==> src/include/comp_cfg.svh <==
`ifndef COMP_CFG_SVH
`define COMP_CFG_SVH

// LocalLink bus
`define LL_DATA_W      32
`define LL_REM_W       4

// TX header layout
`define HDR_WORDS      8
`define HDR_FLAG_IDX   4
`define HDR_LEN_IDX    5
`define HDR_TASK_IDX   6
`define FLAG_W         3
`define TASK_W         10

// Channel buffer
`define FIFO_DEPTH     64
`define FIFO_AW        6
`define CNT_W          16

// CRC-32, MSB first
`define CRC_POLY       32'h04C1_1DB7
`define CRC_INIT       32'hFFFF_FFFF

// DCR slave
`define COMP_VERSION   32'h0102_0000
`define DCR_MAGIC      32'haa55_55aa
`define DCR_AW         10
`define DCR_ACK_W      1

`endif

==> src/verilog/comp_pkg.sv <==
`default_nettype none

`include "comp_cfg.svh"

package comp_pkg;

   // TX beat from the DMA engine
   typedef struct packed {
      logic [`LL_DATA_W-1:0] data;
      logic [`LL_REM_W-1:0]  rem;
      logic                  sof_n;
      logic                  eof_n;
      logic                  sop_n;
      logic                  eop_n;
      logic                  src_rdy_n;
   } ll_tx_t;

   // RX beat back to the DMA engine
   typedef struct packed {
      logic [`LL_DATA_W-1:0] data;
      logic [`LL_REM_W-1:0]  rem;
      logic                  sof_n;
      logic                  eof_n;
      logic                  sop_n;
      logic                  eop_n;
      logic                  src_rdy_n;
   } ll_rx_t;

   typedef struct packed {
      logic [`DCR_AW-1:0] abus;
      logic [31:0]        dbus;
      logic               read;
      logic               write;
   } dcr_req_t;

   // Header fields captured per frame
   typedef struct packed {
      logic [`FLAG_W-1:0]    flags;
      logic [`LL_DATA_W-1:0] src_len;
      logic [`TASK_W-1:0]    task_index;
   } frame_info_t;

   typedef enum logic [3:0] {
      TX_IDLE    = 4'h0,
      TX_HDR     = 4'h1,
      TX_PAYLOAD = 4'h2,
      TX_TRAILER = 4'h3,
      TX_BUSY    = 4'h4
   } tx_state_e;

   typedef enum logic [3:0] {
      RX_IDLE    = 4'h0,
      RX_PAYLOAD = 4'h1,
      RX_APP1    = 4'h2,
      RX_APP2    = 4'h3,
      RX_APP3    = 4'h4,
      RX_APP4    = 4'h5
   } rx_state_e;

   typedef struct packed {
      tx_state_e          tx_state;
      rx_state_e          rx_state;
      logic [`CNT_W-1:0]  word_cnt;
      logic [`CNT_W-1:0]  byte_cnt;
      logic               busy;
   } status_t;

endpackage

`default_nettype wire

==> src/verilog/payload_fifo.sv <==
`default_nettype none

`include "comp_cfg.svh"

module payload_fifo (
   input  wire logic                   clk,
   input  wire logic                   rst_n,
   input  wire logic                   push_i,
   input  wire logic [`LL_DATA_W-1:0]  push_data_i,
   input  wire logic                   pop_i,
   output logic [`LL_DATA_W-1:0]       pop_data_o,
   output logic                        empty_o,
   output logic                        full_o
);

   logic [`LL_DATA_W-1:0] mem [`FIFO_DEPTH];
   // Extra MSB tells full from empty
   logic [`FIFO_AW:0]     wr_ptr;
   logic [`FIFO_AW:0]     rd_ptr;

   assign empty_o = (wr_ptr == rd_ptr);
   assign full_o  = (wr_ptr[`FIFO_AW] != rd_ptr[`FIFO_AW]) &&
                    (wr_ptr[`FIFO_AW-1:0] == rd_ptr[`FIFO_AW-1:0]);

   // Head word is visible without a pop
   assign pop_data_o = mem[rd_ptr[`FIFO_AW-1:0]];

   always_ff @(posedge clk) begin
      if (push_i && !full_o) begin
         mem[wr_ptr[`FIFO_AW-1:0]] <= push_data_i;
      end
   end

   always_ff @(posedge clk) begin
      if (!rst_n) begin
         wr_ptr <= '0;
         rd_ptr <= '0;
      end else begin
         if (push_i && !full_o) begin
            wr_ptr <= wr_ptr + 1'b1;
         end
         if (pop_i && !empty_o) begin
            rd_ptr <= rd_ptr + 1'b1;
         end
      end
   end

endmodule

`default_nettype wire

==> src/verilog/ll_crc.sv <==
`default_nettype none

`include "comp_cfg.svh"

module ll_crc (
   input  wire logic                   clk,
   input  wire logic                   rst_n,
   input  wire logic                   en_i,
   input  wire logic [`LL_DATA_W-1:0]  data_i,
   input  wire logic                   clear_i,
   output logic [31:0]                 crc_o
);

   // One full data word per step, MSB first, no reflection
   function automatic logic [31:0] crc_step(input logic [31:0] crc,
                                            input logic [`LL_DATA_W-1:0] d);
      logic [31:0] c;
      logic        fb;
      c = crc;
      for (int i = `LL_DATA_W - 1; i >= 0; i--) begin
         fb = c[31] ^ d[i];
         c  = {c[30:0], 1'b0};
         if (fb) begin
            c = c ^ `CRC_POLY;
         end
      end
      return c;
   endfunction

   always_ff @(posedge clk) begin
      if (!rst_n || clear_i) begin
         crc_o <= `CRC_INIT;
      end else if (en_i) begin
         crc_o <= crc_step(crc_o, data_i);
      end
   end

endmodule

`default_nettype wire

==> src/verilog/ll_tx_parser.sv <==
`default_nettype none

`include "comp_cfg.svh"

module ll_tx_parser (
   input  wire logic                   clk,
   input  wire logic                   rst_n,
   input  wire comp_pkg::ll_tx_t       tx_i,
   input  wire logic                   full_i,
   input  wire logic                   rx_done_i,
   output logic                        tx_dst_rdy_n_o,
   output logic                        push_o,
   output logic [`LL_DATA_W-1:0]       push_data_o,
   output logic                        crc_en_o,
   output logic [`LL_DATA_W-1:0]       crc_data_o,
   output logic                        tx_done_o,
   output comp_pkg::frame_info_t       info_o,
   output logic [`CNT_W-1:0]           word_cnt_o,
   output logic [`CNT_W-1:0]           byte_cnt_o,
   output comp_pkg::tx_state_e         state_o
);

   import comp_pkg::*;

   localparam int HC_W = $clog2(`HDR_WORDS);
   localparam int VB_W = $clog2(`LL_REM_W + 1);

   tx_state_e              state;
   logic [HC_W-1:0]        hdr_cnt;
   logic                   beat;
   logic                   pay_beat;
   logic [`LL_DATA_W-1:0]  masked;
   logic [VB_W-1:0]        valid_bytes;

   // Buffer full only stalls payload, so the EOF word always gets through
   assign tx_dst_rdy_n_o = (state == TX_BUSY) || ((state == TX_PAYLOAD) && full_i);
   assign beat           = !tx_i.src_rdy_n && !tx_dst_rdy_n_o;
   assign pay_beat       = beat && (state == TX_PAYLOAD);
   assign tx_done_o      = beat && (state == TX_TRAILER) && !tx_i.eof_n;

   assign push_o      = pay_beat;
   assign push_data_o = masked;
   assign crc_en_o    = pay_beat;
   assign crc_data_o  = masked;
   assign state_o     = state;

   // REM bit i set means byte lane i is not valid
   always_comb begin
      masked      = tx_i.data;
      valid_bytes = VB_W'(`LL_REM_W);
      if (!tx_i.eop_n) begin
         for (int i = 0; i < `LL_REM_W; i++) begin
            if (tx_i.rem[i]) begin
               masked[8*i +: 8] = 8'h00;
               valid_bytes      = valid_bytes - 1'b1;
            end
         end
      end
   end

   always_ff @(posedge clk) begin
      if (!rst_n) begin
         state      <= TX_IDLE;
         hdr_cnt    <= '0;
         word_cnt_o <= '0;
         byte_cnt_o <= '0;
      end else begin
         case (state)
            TX_IDLE: begin
               // SOF word is header word 0
               if (beat && !tx_i.sof_n) begin
                  state      <= TX_HDR;
                  hdr_cnt    <= HC_W'(1);
                  word_cnt_o <= '0;
                  byte_cnt_o <= '0;
               end
            end
            TX_HDR: begin
               if (beat) begin
                  hdr_cnt <= hdr_cnt + 1'b1;
                  if (hdr_cnt == HC_W'(`HDR_WORDS - 1)) begin
                     state <= TX_PAYLOAD;
                  end
               end
            end
            TX_PAYLOAD: begin
               if (beat) begin
                  word_cnt_o <= word_cnt_o + 1'b1;
                  byte_cnt_o <= byte_cnt_o + `CNT_W'(valid_bytes);
                  if (!tx_i.eop_n) begin
                     state <= TX_TRAILER;
                  end
               end
            end
            TX_TRAILER: begin
               if (tx_done_o) begin
                  state <= TX_BUSY;
               end
            end
            TX_BUSY: begin
               if (rx_done_i) begin
                  state <= TX_IDLE;
               end
            end
            default: state <= TX_IDLE;
         endcase
      end
   end

   always_ff @(posedge clk) begin
      if (beat && (state == TX_HDR)) begin
         if (hdr_cnt == HC_W'(`HDR_FLAG_IDX)) begin
            info_o.flags <= tx_i.data[`LL_DATA_W-1 -: `FLAG_W];
         end
         if (hdr_cnt == HC_W'(`HDR_LEN_IDX)) begin
            info_o.src_len <= tx_i.data;
         end
         if (hdr_cnt == HC_W'(`HDR_TASK_IDX)) begin
            info_o.task_index <= tx_i.data[`TASK_W-1:0];
         end
      end
   end

endmodule

`default_nettype wire

==> src/verilog/ll_rx_framer.sv <==
`default_nettype none

`include "comp_cfg.svh"

module ll_rx_framer (
   input  wire logic                   clk,
   input  wire logic                   rst_n,
   input  wire logic                   tx_done_i,
   input  wire comp_pkg::frame_info_t  info_i,
   input  wire logic [`CNT_W-1:0]      word_cnt_i,
   input  wire logic [`CNT_W-1:0]      byte_cnt_i,
   input  wire logic [31:0]            crc_i,
   input  wire logic [`LL_DATA_W-1:0]  pop_data_i,
   input  wire logic                   empty_i,
   input  wire logic                   rx_dst_rdy_n_i,
   output comp_pkg::ll_rx_t            rx_o,
   output logic                        pop_o,
   output logic                        rx_done_o,
   output comp_pkg::rx_state_e         state_o
);

   import comp_pkg::*;

   rx_state_e               state;
   logic [`CNT_W-1:0]       left;
   logic                    xfer;
   logic                    first_word;
   logic                    last_word;
   logic                    mismatch;
   logic [1:0]              pad_bytes;
   logic [`LL_REM_W-1:0]    last_rem;

   assign xfer       = !rx_o.src_rdy_n && !rx_dst_rdy_n_i;
   assign first_word = (left == word_cnt_i);
   assign last_word  = (left == `CNT_W'(1));
   assign mismatch   = ({{(`LL_DATA_W - `CNT_W){1'b0}}, byte_cnt_i} != info_i.src_len);

   // Last word REM follows from the byte count modulo the word size
   assign pad_bytes = ~byte_cnt_i[1:0] + 1'b1;
   assign last_rem  = ~({`LL_REM_W{1'b1}} << pad_bytes);

   assign pop_o     = (state == RX_PAYLOAD) && xfer;
   assign rx_done_o = (state == RX_APP4) && xfer;
   assign state_o   = state;

   always_comb begin
      rx_o      = '1;
      rx_o.data = '0;
      rx_o.rem  = '0;
      case (state)
         RX_PAYLOAD: begin
            rx_o.data      = pop_data_i;
            rx_o.src_rdy_n = empty_i;
            rx_o.sof_n     = !first_word;
            rx_o.sop_n     = !first_word;
            rx_o.eop_n     = !last_word;
            if (last_word) begin
               rx_o.rem = last_rem;
            end
         end
         RX_APP1: begin
            rx_o.src_rdy_n = 1'b0;
            rx_o.data = {info_i.flags, mismatch,
                         {(`LL_DATA_W - `FLAG_W - `TASK_W - 2){1'b0}},
                         1'b1, crc_i[`TASK_W-1:0]};
         end
         RX_APP2: begin
            rx_o.src_rdy_n = 1'b0;
            rx_o.data      = `LL_DATA_W'(byte_cnt_i);
         end
         RX_APP3: begin
            rx_o.src_rdy_n = 1'b0;
            rx_o.data      = {crc_i[31:`TASK_W], info_i.task_index};
         end
         RX_APP4: begin
            rx_o.src_rdy_n = 1'b0;
            rx_o.eof_n     = 1'b0;
            rx_o.data      = info_i.src_len;
         end
         default: ;
      endcase
   end

   always_ff @(posedge clk) begin
      if (!rst_n) begin
         state <= RX_IDLE;
         left  <= '0;
      end else begin
         case (state)
            RX_IDLE: begin
               if (tx_done_i) begin
                  left  <= word_cnt_i;
                  state <= RX_PAYLOAD;
               end
            end
            RX_PAYLOAD: begin
               if (xfer) begin
                  left <= left - 1'b1;
                  if (last_word) begin
                     state <= RX_APP1;
                  end
               end
            end
            RX_APP1: if (xfer) state <= RX_APP2;
            RX_APP2: if (xfer) state <= RX_APP3;
            RX_APP3: if (xfer) state <= RX_APP4;
            RX_APP4: if (xfer) state <= RX_IDLE;
            default: state <= RX_IDLE;
         endcase
      end
   end

endmodule

`default_nettype wire

==> src/verilog/dcr_regs.sv <==
`default_nettype none

`include "comp_cfg.svh"

module dcr_regs (
   input  wire logic                   clk,
   input  wire logic                   rst_n,
   input  wire comp_pkg::dcr_req_t     dcr_i,
   input  wire comp_pkg::status_t      status_i,
   input  wire comp_pkg::frame_info_t  info_i,
   output logic [`DCR_ACK_W-1:0]       dcr_ack_o,
   output logic [31:0]                 dcr_rdata_o,
   output logic                        rst_engine_req_o
);

   logic [31:0] rd_mux;

   always_comb begin
      rd_mux = '0;
      case (dcr_i.abus[3:0])
         4'h0: begin
            rd_mux[31:28] = status_i.tx_state;
            rd_mux[27:24] = status_i.rx_state;
            rd_mux[0]     = status_i.busy;
         end
         4'h2: begin
            rd_mux[31 -: `FLAG_W]  = info_i.flags;
            rd_mux[`TASK_W-1:0]    = info_i.task_index;
         end
         4'h4: rd_mux = {status_i.word_cnt, status_i.byte_cnt};
         4'h5: rd_mux = info_i.src_len;
         4'he: rd_mux = `COMP_VERSION;
         4'hf: rd_mux = `DCR_MAGIC;
         default: ;
      endcase
   end

   always_ff @(posedge clk) begin
      if (!rst_n) begin
         dcr_ack_o        <= '0;
         rst_engine_req_o <= 1'b0;
      end else begin
         dcr_ack_o        <= {`DCR_ACK_W{dcr_i.read || dcr_i.write}};
         // Engine reset request on write of bit 31 to register 0
         rst_engine_req_o <= dcr_i.write && (dcr_i.abus == '0) && dcr_i.dbus[31];
      end
   end

   always_ff @(posedge clk) begin
      if (dcr_i.read) begin
         dcr_rdata_o <= rd_mux;
      end
   end

endmodule

`default_nettype wire

==> src/verilog/comp_unit.sv <==
`default_nettype none

`include "comp_cfg.svh"

module comp_unit (
   input  wire logic                clk,
   input  wire logic                rst_n,
   input  wire comp_pkg::ll_tx_t    tx_i,
   input  wire logic                rx_dst_rdy_n_i,
   input  wire comp_pkg::dcr_req_t  dcr_i,
   output logic                     tx_dst_rdy_n_o,
   output comp_pkg::ll_rx_t         rx_o,
   output logic [`DCR_ACK_W-1:0]    dcr_ack_o,
   output logic [31:0]              dcr_rdata_o,
   output logic                     rst_engine_req_o
);

   import comp_pkg::*;

   logic                   push;
   logic [`LL_DATA_W-1:0]  push_data;
   logic                   pop;
   logic [`LL_DATA_W-1:0]  pop_data;
   logic                   empty;
   logic                   full;
   logic                   crc_en;
   logic [`LL_DATA_W-1:0]  crc_data;
   logic [31:0]            crc;
   logic                   tx_done;
   logic                   rx_done;
   frame_info_t            info;
   logic [`CNT_W-1:0]      word_cnt;
   logic [`CNT_W-1:0]      byte_cnt;
   tx_state_e              tx_state;
   rx_state_e              rx_state;
   status_t                status;

   assign status = '{tx_state: tx_state,
                     rx_state: rx_state,
                     word_cnt: word_cnt,
                     byte_cnt: byte_cnt,
                     busy:     (tx_state == TX_BUSY)};

   ll_tx_parser ll_tx_parser_i (
      .clk            (clk),
      .rst_n          (rst_n),
      .tx_i           (tx_i),
      .full_i         (full),
      .rx_done_i      (rx_done),
      .tx_dst_rdy_n_o (tx_dst_rdy_n_o),
      .push_o         (push),
      .push_data_o    (push_data),
      .crc_en_o       (crc_en),
      .crc_data_o     (crc_data),
      .tx_done_o      (tx_done),
      .info_o         (info),
      .word_cnt_o     (word_cnt),
      .byte_cnt_o     (byte_cnt),
      .state_o        (tx_state)
   );

   payload_fifo payload_fifo_i (
      .clk         (clk),
      .rst_n       (rst_n),
      .push_i      (push),
      .push_data_i (push_data),
      .pop_i       (pop),
      .pop_data_o  (pop_data),
      .empty_o     (empty),
      .full_o      (full)
   );

   // CRC restarts once the RX frame has gone out
   ll_crc ll_crc_i (
      .clk     (clk),
      .rst_n   (rst_n),
      .en_i    (crc_en),
      .data_i  (crc_data),
      .clear_i (rx_done),
      .crc_o   (crc)
   );

   ll_rx_framer ll_rx_framer_i (
      .clk            (clk),
      .rst_n          (rst_n),
      .tx_done_i      (tx_done),
      .info_i         (info),
      .word_cnt_i     (word_cnt),
      .byte_cnt_i     (byte_cnt),
      .crc_i          (crc),
      .pop_data_i     (pop_data),
      .empty_i        (empty),
      .rx_dst_rdy_n_i (rx_dst_rdy_n_i),
      .rx_o           (rx_o),
      .pop_o          (pop),
      .rx_done_o      (rx_done),
      .state_o        (rx_state)
   );

   dcr_regs dcr_regs_i (
      .clk              (clk),
      .rst_n            (rst_n),
      .dcr_i            (dcr_i),
      .status_i         (status),
      .info_i           (info),
      .dcr_ack_o        (dcr_ack_o),
      .dcr_rdata_o      (dcr_rdata_o),
      .rst_engine_req_o (rst_engine_req_o)
   );

endmodule

`default_nettype wire

==> config.mk <==
export PLATFORM = sky130hd
export DESIGN_NAME = comp_unit
export DESIGN_NICKNAME = d
export VERILOG_FILES = /design/src/verilog/comp_pkg.sv /design/src/verilog/payload_fifo.sv /design/src/verilog/ll_crc.sv /design/src/verilog/ll_tx_parser.sv /design/src/verilog/ll_rx_framer.sv /design/src/verilog/dcr_regs.sv /design/src/verilog/comp_unit.sv
export VERILOG_INCLUDE_DIRS = /design/src /design/src/include
export SDC_FILE = /design/constraint.sdc
export NUM_CORES = 2
export LEC_CHECK = 0
export ABC_AREA = 1
export ABC_CLOCK_PERIOD_IN_PS = 4800
export CAP_MARGIN = 25
export CORE_MARGIN = 4
export CORE_UTILIZATION = 40
export CTS_CLUSTER_SIZE = 14
export DETAILED_ROUTE_END_ITERATION = 10
export DONT_BUFFER_PORTS = 1
export SETUP_SLACK_MARGIN = 0.02
export SLEW_MARGIN = 20
export SYNTH_ARGS = -nofsm -noshare
export SYNTH_HDL_FRONTEND = slang
export SYNTH_SLANG_ARGS = --single-unit
==> constraint.sdc <==
create_clock -name clk -period 4.8 [get_ports clk]
set_input_delay 0.48 -clock clk [delete_from_list [all_inputs] [get_ports clk]]
set_output_delay 0.48 -clock clk [all_outputs]
set_load 0.01 [all_outputs]
---- Yosys cells after proc, flatten, opt, wreduce, memory -nomap -nowiden ----
Memory sizes are Yosys's and may differ from the RTL's. A register that Yosys moved wholly into a read port is not among the register bits.
Index checks and enable logic that the tools add are counted.
word-level totals
  register bits ........................... 184
  memory bits (writable) .................. 2048
  bits of input ports ..................... 88
  output and inout port bits .............. 76
  logic and storage cells ................. 325
  memories ................................ 1
cells by class
  $add $sub $neg .......................... 10
  equality and inequality tests ........... 38
  shifts and indexed selects .............. 1
  multiplexer cells ....................... 149
  bitwise logic cells ..................... 66
  reduce and logical (&&, ||, !) cells .... 45
memories
  memory              depth  bits a word  rd ports  clocked after Yosys merged registers in  wr ports  RTL line            source
  payload_fifo_i.mem  64     32           1         1                                        1         payload_fifo.sv:16  logic [`LL_DATA_W-1:0] mem [`FIFO_DEPTH];
operator list
  kind                     count
  $mux W32                 63
  $mux W27                 32
  $not A14 Y14             32
  $pmux W32 S5             1
  $pmux W16 S2             3
  $mux W16                 5
  $mux W4                  15
  $pmux W14 S4             1
  $pmux W9 S4              1
  $mux W8                  4
  $ne A16 B32 Y1           1
  $xor A1 B1 Y1            32
  $mux W3                  10
  $pmux W5 S5              1
  $ne A2 B1 Y1 const B     12
  $pmux W4 S6              1
  $eq A4 B2 Y1 const B     5
  $eq A4 B3 Y1 const B     5
  $pmux W4 S5              1
  $add A16 B1 Y16 const B  1
  $add A16 B3 Y16          1
  $eq A16 B1 Y1 const B    1
  $eq A16 B16 Y1           1
  $sub A16 B1 Y16 const B  1
  32 further kinds         79

---- Longest topological paths before layout ----
  depth after elaboration ................. 131
  gate-level depth with buffers ........... 32
  gate-level depth less buffers ........... 31

---- By module ----
Synthesis repeated with hierarchy kept, for this count alone.
unflattened totals
  cells, all modules ...................... 9265
  area total of the unflattened synthesis .. 98419.4 µm²
by module, submodules not included
  module        instances  cells an instance  area an instance (µm²)  seq. area each (µm²)
  payload_fifo  1          6859               83032.1                 61899.4
  ll_crc        1          1109               6277.3                  640.6
  ll_tx_parser  1          566                4501.8                  2112.0
  ll_rx_framer  1          527                2787.7                  380.4
  dcr_regs      1          198                1798.0                  1001.0
  comp_unit     1          6                  22.5                    0.0

---- Worst setup path before layout ----
No wires, ideal clock.
  kind .................................... register -> register
  start ................................... reg payload_fifo_i.wr_ptr[2]
  end ..................................... mem payload_fifo_i.mem[7][0] in the netlist's numbering (enable)
  library setup time ...................... 0.461 ns
  arrival ................................. 3.971 ns
  data required time ...................... 4.339 ns
  slack ................................... 0.368 ns
  cell stages (with the launch flop) ...... 15
  path buffers ............................ 2
  clock period less this slack ............ 4.432 ns
  path through ............................ dfxtp_1 > buf_2 > xnor2_1 > nand3_1 > nor2_1 > nand2_1 > nor2_1 > nand2_1 > nand2_1 > nor2_1 > nand2_1 > inv_1 > buf_2 > nand3_1 > nor3_1
between the ends
  longest elaborated chain between the ends .. 10
  elaborated cells on any way between the ends .. 11
  classes of those cells .................. eq/ne (1); mux (2); reduce/logical (8)
ends and longest elaborated chain
  what                      RTL line            source
  start: declaration        payload_fifo.sv:18  logic [`FIFO_AW:0] wr_ptr;
  start signal: assignment  payload_fifo.sv:40  wr_ptr <= wr_ptr + 1'b1;
  $eq A6 B6 Y1              payload_fifo.sv:23  (wr_ptr[`FIFO_AW-1:0] == rd_ptr[`FIFO_AW-1:0]);
  $logic_and A1 B1 Y1       payload_fifo.sv:22  assign full_o = (wr_ptr[`FIFO_AW] != rd_ptr[`FIFO_AW]) &&
  $logic_and A1 B1 Y1       ll_tx_parser.sv:36  assign tx_dst_rdy_n_o = (state == TX_BUSY) || ((state == TX_PAYLOAD) && full_i);
  $logic_or A1 B1 Y1        ll_tx_parser.sv:36
  via tx_dst_rdy_n_o        comp_unit.sv:11     output logic tx_dst_rdy_n_o,
  $logic_not A1 Y1          ll_tx_parser.sv:37  assign beat = !tx_i.src_rdy_n && !tx_dst_rdy_n_o;
  $logic_and A1 B1 Y1       ll_tx_parser.sv:37
  $logic_and A1 B1 Y1       ll_tx_parser.sv:38  assign pay_beat = beat && (state == TX_PAYLOAD);
  $logic_and A1 B1 Y1       payload_fifo.sv:29  if (push_i && !full_o) begin
  $mux W1                   payload_fifo.sv:29
  $mux W1                   payload_fifo.sv:30  mem[wr_ptr[`FIFO_AW-1:0]] <= push_data_i;
  end: declaration          payload_fifo.sv:16
The timed path passes the listed nets, and every way through them passes these cells.

==> impl_metrics.csv <==
group,metric,value,unit
synthesis,synth_edf_count,2125,
placement,gp_congestion,0.914,
timing,finalSetupTns,0,ns
synthesis,synth_cells,8085,
clock_tree,cts_tree,"yes",
timing,rsz0062_at_grt,"yes",
routing,vias,67700,
global_route,use_met2,0.383,
synthesis,synth.avg_cell_area,11.6,sq um
synthesis,netlist_area,94100,sq um
flow_run,cap_violations,0,
min_path,hold_path_class,"in2reg",
worst_setup_path,end_kind,"output port",
synthesis,yosysUniqueCellTypes,62,
power,leakage,0.0359,uW
placement,numPortBuffers,0,
layout,fill_cells,21000,
routing,ant_nets,0,
die,start_util,0.403,
synthesis,synth-seq-area-share,0.701,
status,outcome,"complete, no violations",
clock_tree,htreeDepth,4,
synthesis,synth_warnings,0,
layout,drive_above_1_share,0.110,
clock_tree,numCtsBuffers,221,
worst_setup_path,r2r_cells,13,
global_route,grt_overflow,0,
timing,min_period,4.73,ns
layout,areaGrowthSynthToFinish,13.9,%
die,die_width,493,um
worst_setup_path,critPathLaunchType,"register",
global_route,gr-usage-met1,0.352,
die,core,233000,sq um
placement,dp_hpwl,187000,um
die,num_rows,177,
worst_setup_path,cp.required,4.32,ns
synthesis,synthFlopType,"edfxtp_1",
layout,fin_cells,11500,
routing,drtIter0Drc,8488,
clock_tree,path_clk_slew,0.06,ns
synthesis,synth.ff_latch_count,2236,
layout,utilization,0.460,
die,pin_count,164,
die,die_h,493,um
timing,slew_viol_final,0,
power,ir_worst_vdd,0.000420,V
power,powerDensity,496,nW/um^2
global_route,grt_usage,0.249,
timing,fmax,0.212,GHz
timing,skew,0.0518,ns
timing,fin_hold_ws,0.0931,ns
die,dieArea,243000,sq um
layout,finalNetCount,8283,
worst_setup_path,crit_type,"reg2out",
timing,post-route-period-util,0.985,
clock_tree,cts_sinks,2236,
clock_tree,worstSkewPairLatency,0.88,ns
clock_tree,root_buffer,"clkbuf_16",
min_path,whs_path_depth,4,
global_route,met3_usage,0.0492,
routing,drc_errors,0,
synthesis,async_reset_ff_frac,0,
synthesis,synth_fp_nets,8194,
timing,slew_headroom,0.310,
clock_tree,cts_buffer_depth,3,
timing,worst_pin_slew,1.03,ns
timing,timing.final.hold_violations,0,
routing,dr.pass1.iters,6,
timing,setup_viol,0,
global_route,grt_max_degree,114,
global_route,top_usage_layer,"met2",
worst_setup_path,critPathMaxFanout,27,
routing,drt_wl_total,313000,um
global_route,grt_antenna_before_repair,18,
global_route,grt_pass1_wl,445000,um
routing,via_per_inst,5.89,
placement,placedCellCount,11000,
routing,wl_per_cell,27.3,um
worst_setup_path,worstPathArrival,4.25,ns
global_route,first_global_vias,62000,
-- cells in the mapped netlist, types with 3 or more instances --
library cell / count / area share
edfxtp_1: 2125 / 0.68
nor2_1: 1298 / 0.052
o21ai_0: 1217 / 0.065
nand2_1: 901 / 0.036
o22ai_1: 513 / 0.034
clkbuf_1: 460 / 0.018
nand3_1: 434 / 0.023
inv_1: 249 / 0.0099
a21oi_1: 131 / 0.0070
dfxtp_1: 111 / 0.024
xor2_1: 97 / 0.0090
nand2_2: 86 / 0.0057
o221ai_1: 75 / 0.0070
nor3_1: 35 / 0.0019
xnor2_1: 35 / 0.0033
inv_2: 32 / 0.0013
nand2_4: 32 / 0.0038
buf_1: 26 / 0.0010
a32o_1: 24 / 0.0026
ha_1: 19 / 0.0025
nand4_1: 15 / 0.0010
a31oi_1: 14 / 0.00093
nand3_2: 14 / 0.0015
o211ai_1: 12 / 0.00096
o21ai_1: 12 / 0.00064
a221oi_1: 11 / 0.0010
o32ai_1: 11 / 0.0010
nor4_1: 10 / 0.00066
a211oi_1: 9 / 0.00072
o2111ai_1: 9 / 0.00084
o31ai_1: 9 / 0.00072
buf_2: 5 / 0.00027
a311oi_1: 4 / 0.00037
clkinv_1: 4 / 0.00016
or2_2: 4 / 0.00027
a21o_1: 3 / 0.00024
a22oi_1: 3 / 0.00024
buf_4: 3 / 0.00024
inv_4: 3 / 0.00020
-- logic make-up (layout without fill, tap and decap cells) --
logic type                 count (synthesis)  after routing  share of synthesized area
xor gates and xnor gates                 135            135                     0.0129
other                                      1             11                  0.0000398
buffers and inverters                    785           1056                     0.0319
DFF                                     2236           2236                      0.701
AOI/OAI and AO/OA                       2065           2065                      0.124
and+or+nand+nor                         2842           2842                      0.127
adders and majority gates                 21             21                    0.00295
-- path summary, 6_finish.rpt --
path / startpoint / to / slack (ns)
min reg2reg: payload_fifo_i.wr_ptr[6] / payload_fifo_i.wr_ptr[6] / 0.48
max reg2reg: payload_fifo_i.wr_ptr[5] / payload_fifo_i.mem[56][9] / 0.58
min: tx_i[1] / ll_tx_parser_i.byte_cnt_o[0] / 0.09
max: register / rx_o[28] / 0.07
-- cells in the final DEF (no fill, tap or decap), types with 11 or more instances in the layout --
cell type,n
o211ai_1,12
a21oi_1,131
buf_12,65
nand3_1,433
nand4_1,15
a31oi_1,14
nor3_1,34
clkbuf_16,224
xnor2_1,35
dlygate4sd3_1,45
clkbuf_1,50
dfxtp_1,105
o21ai_1,12
edfxtp_1,2125
o21ai_0,1216
o22ai_1,508
buf_4,248
nand3_2,15
a221oi_1,11
inv_2,65
a32o_1,24
nor2_4,65
o221ai_1,75
nor2_1,1232
ha_1,19
clkinv_1,52
nand2_4,32
inv_1,214
nand2_2,86
bufinv_16,12
nand2_1,901
xor2_1,97
clkinv_2,53
-- through the flow --
| stage | area [sq um] | setup WS, ns | total power, uW |
|---|---|---|---|
| 2_1_floorplan | 94100 | 0.368 | 32000 |
| 3_3_place_gp | 99800 | 0.652 | 36700 |
| 3_5_place_dp | 99800 | 0.631 | 36700 |
| 4_1_cts | 107000 | 0.0519 | 53200 |
| 5_1_grt | 107000 | 0.00851 | 55600 |
| 6_report | 107000 | 0.0719 | 53200 |
-- routing by layer --
metal  vias up  part of all wire
li1      29600                 -
met1     34000              0.41
met2      3564              0.45
met3       507              0.10
met4         8             0.039
met5         -           0.00017
-- final cells by class --
cell class              instances  area (sq um)  area share
well taps                    3132          3920      0.0365
multi-input cells            5064         25700       0.239
inverters                     288          1130      0.0105
diodes                         10          25.0    0.000233
repair buffers                362          3700      0.0345
repair inverters                1          8.76   0.0000816
flip-flops and latches       2236         66100       0.616
clock buffers                 277          5830      0.0544
clock inverters               128           951     0.00886
-- state kept, by name, summed over array words and instances, names as in the netlist, named ones only --
name                         count
dcr_regs_i.dcr_ack_o             1
dcr_regs_i.dcr_rdata_o          32
dcr_regs_i.rst_engine_req_o      1
ll_crc_i.crc_o                  32
ll_rx_framer_i.left             16
ll_rx_framer_i.state_o           3
ll_tx_parser_i.byte_cnt_o       16
ll_tx_parser_i.hdr_cnt           3
ll_tx_parser_i.info_o           45
ll_tx_parser_i.state_o           3
ll_tx_parser_i.word_cnt_o       16
payload_fifo_i.mem            2048
payload_fifo_i.rd_ptr            7
payload_fifo_i.wr_ptr            7
-- where the power goes --
group,switching (uW),internal [uW],total (uW)
sequential,243,21600,21800
clock,7380,9200,16600
combinational,10400,4390,14800
-- worst max-delay path, stage by stage (launching register included) --
cell	delay, ns
dfxtp_4	0.70
buf_4	0.50
o21ai_0	0.17
o21ai_0	0.38
o21ai_0	0.15
buf_4	0.23
o22ai_1	0.71
a22o_1	0.46
-- timing repair --
| action | CTS | global route |
|---|---|---|
| setup endpoints to repair | 9 | 6 |
| gates cloned | 2 | 0 |
| setup buffers | 3 | 0 |
| endpoints found under the hold margin | 117 | 0 |
| resized for setup | 12 | 7 |
| hold buffers | 47 | 0 |
Power figures use the tool's default switching activity.
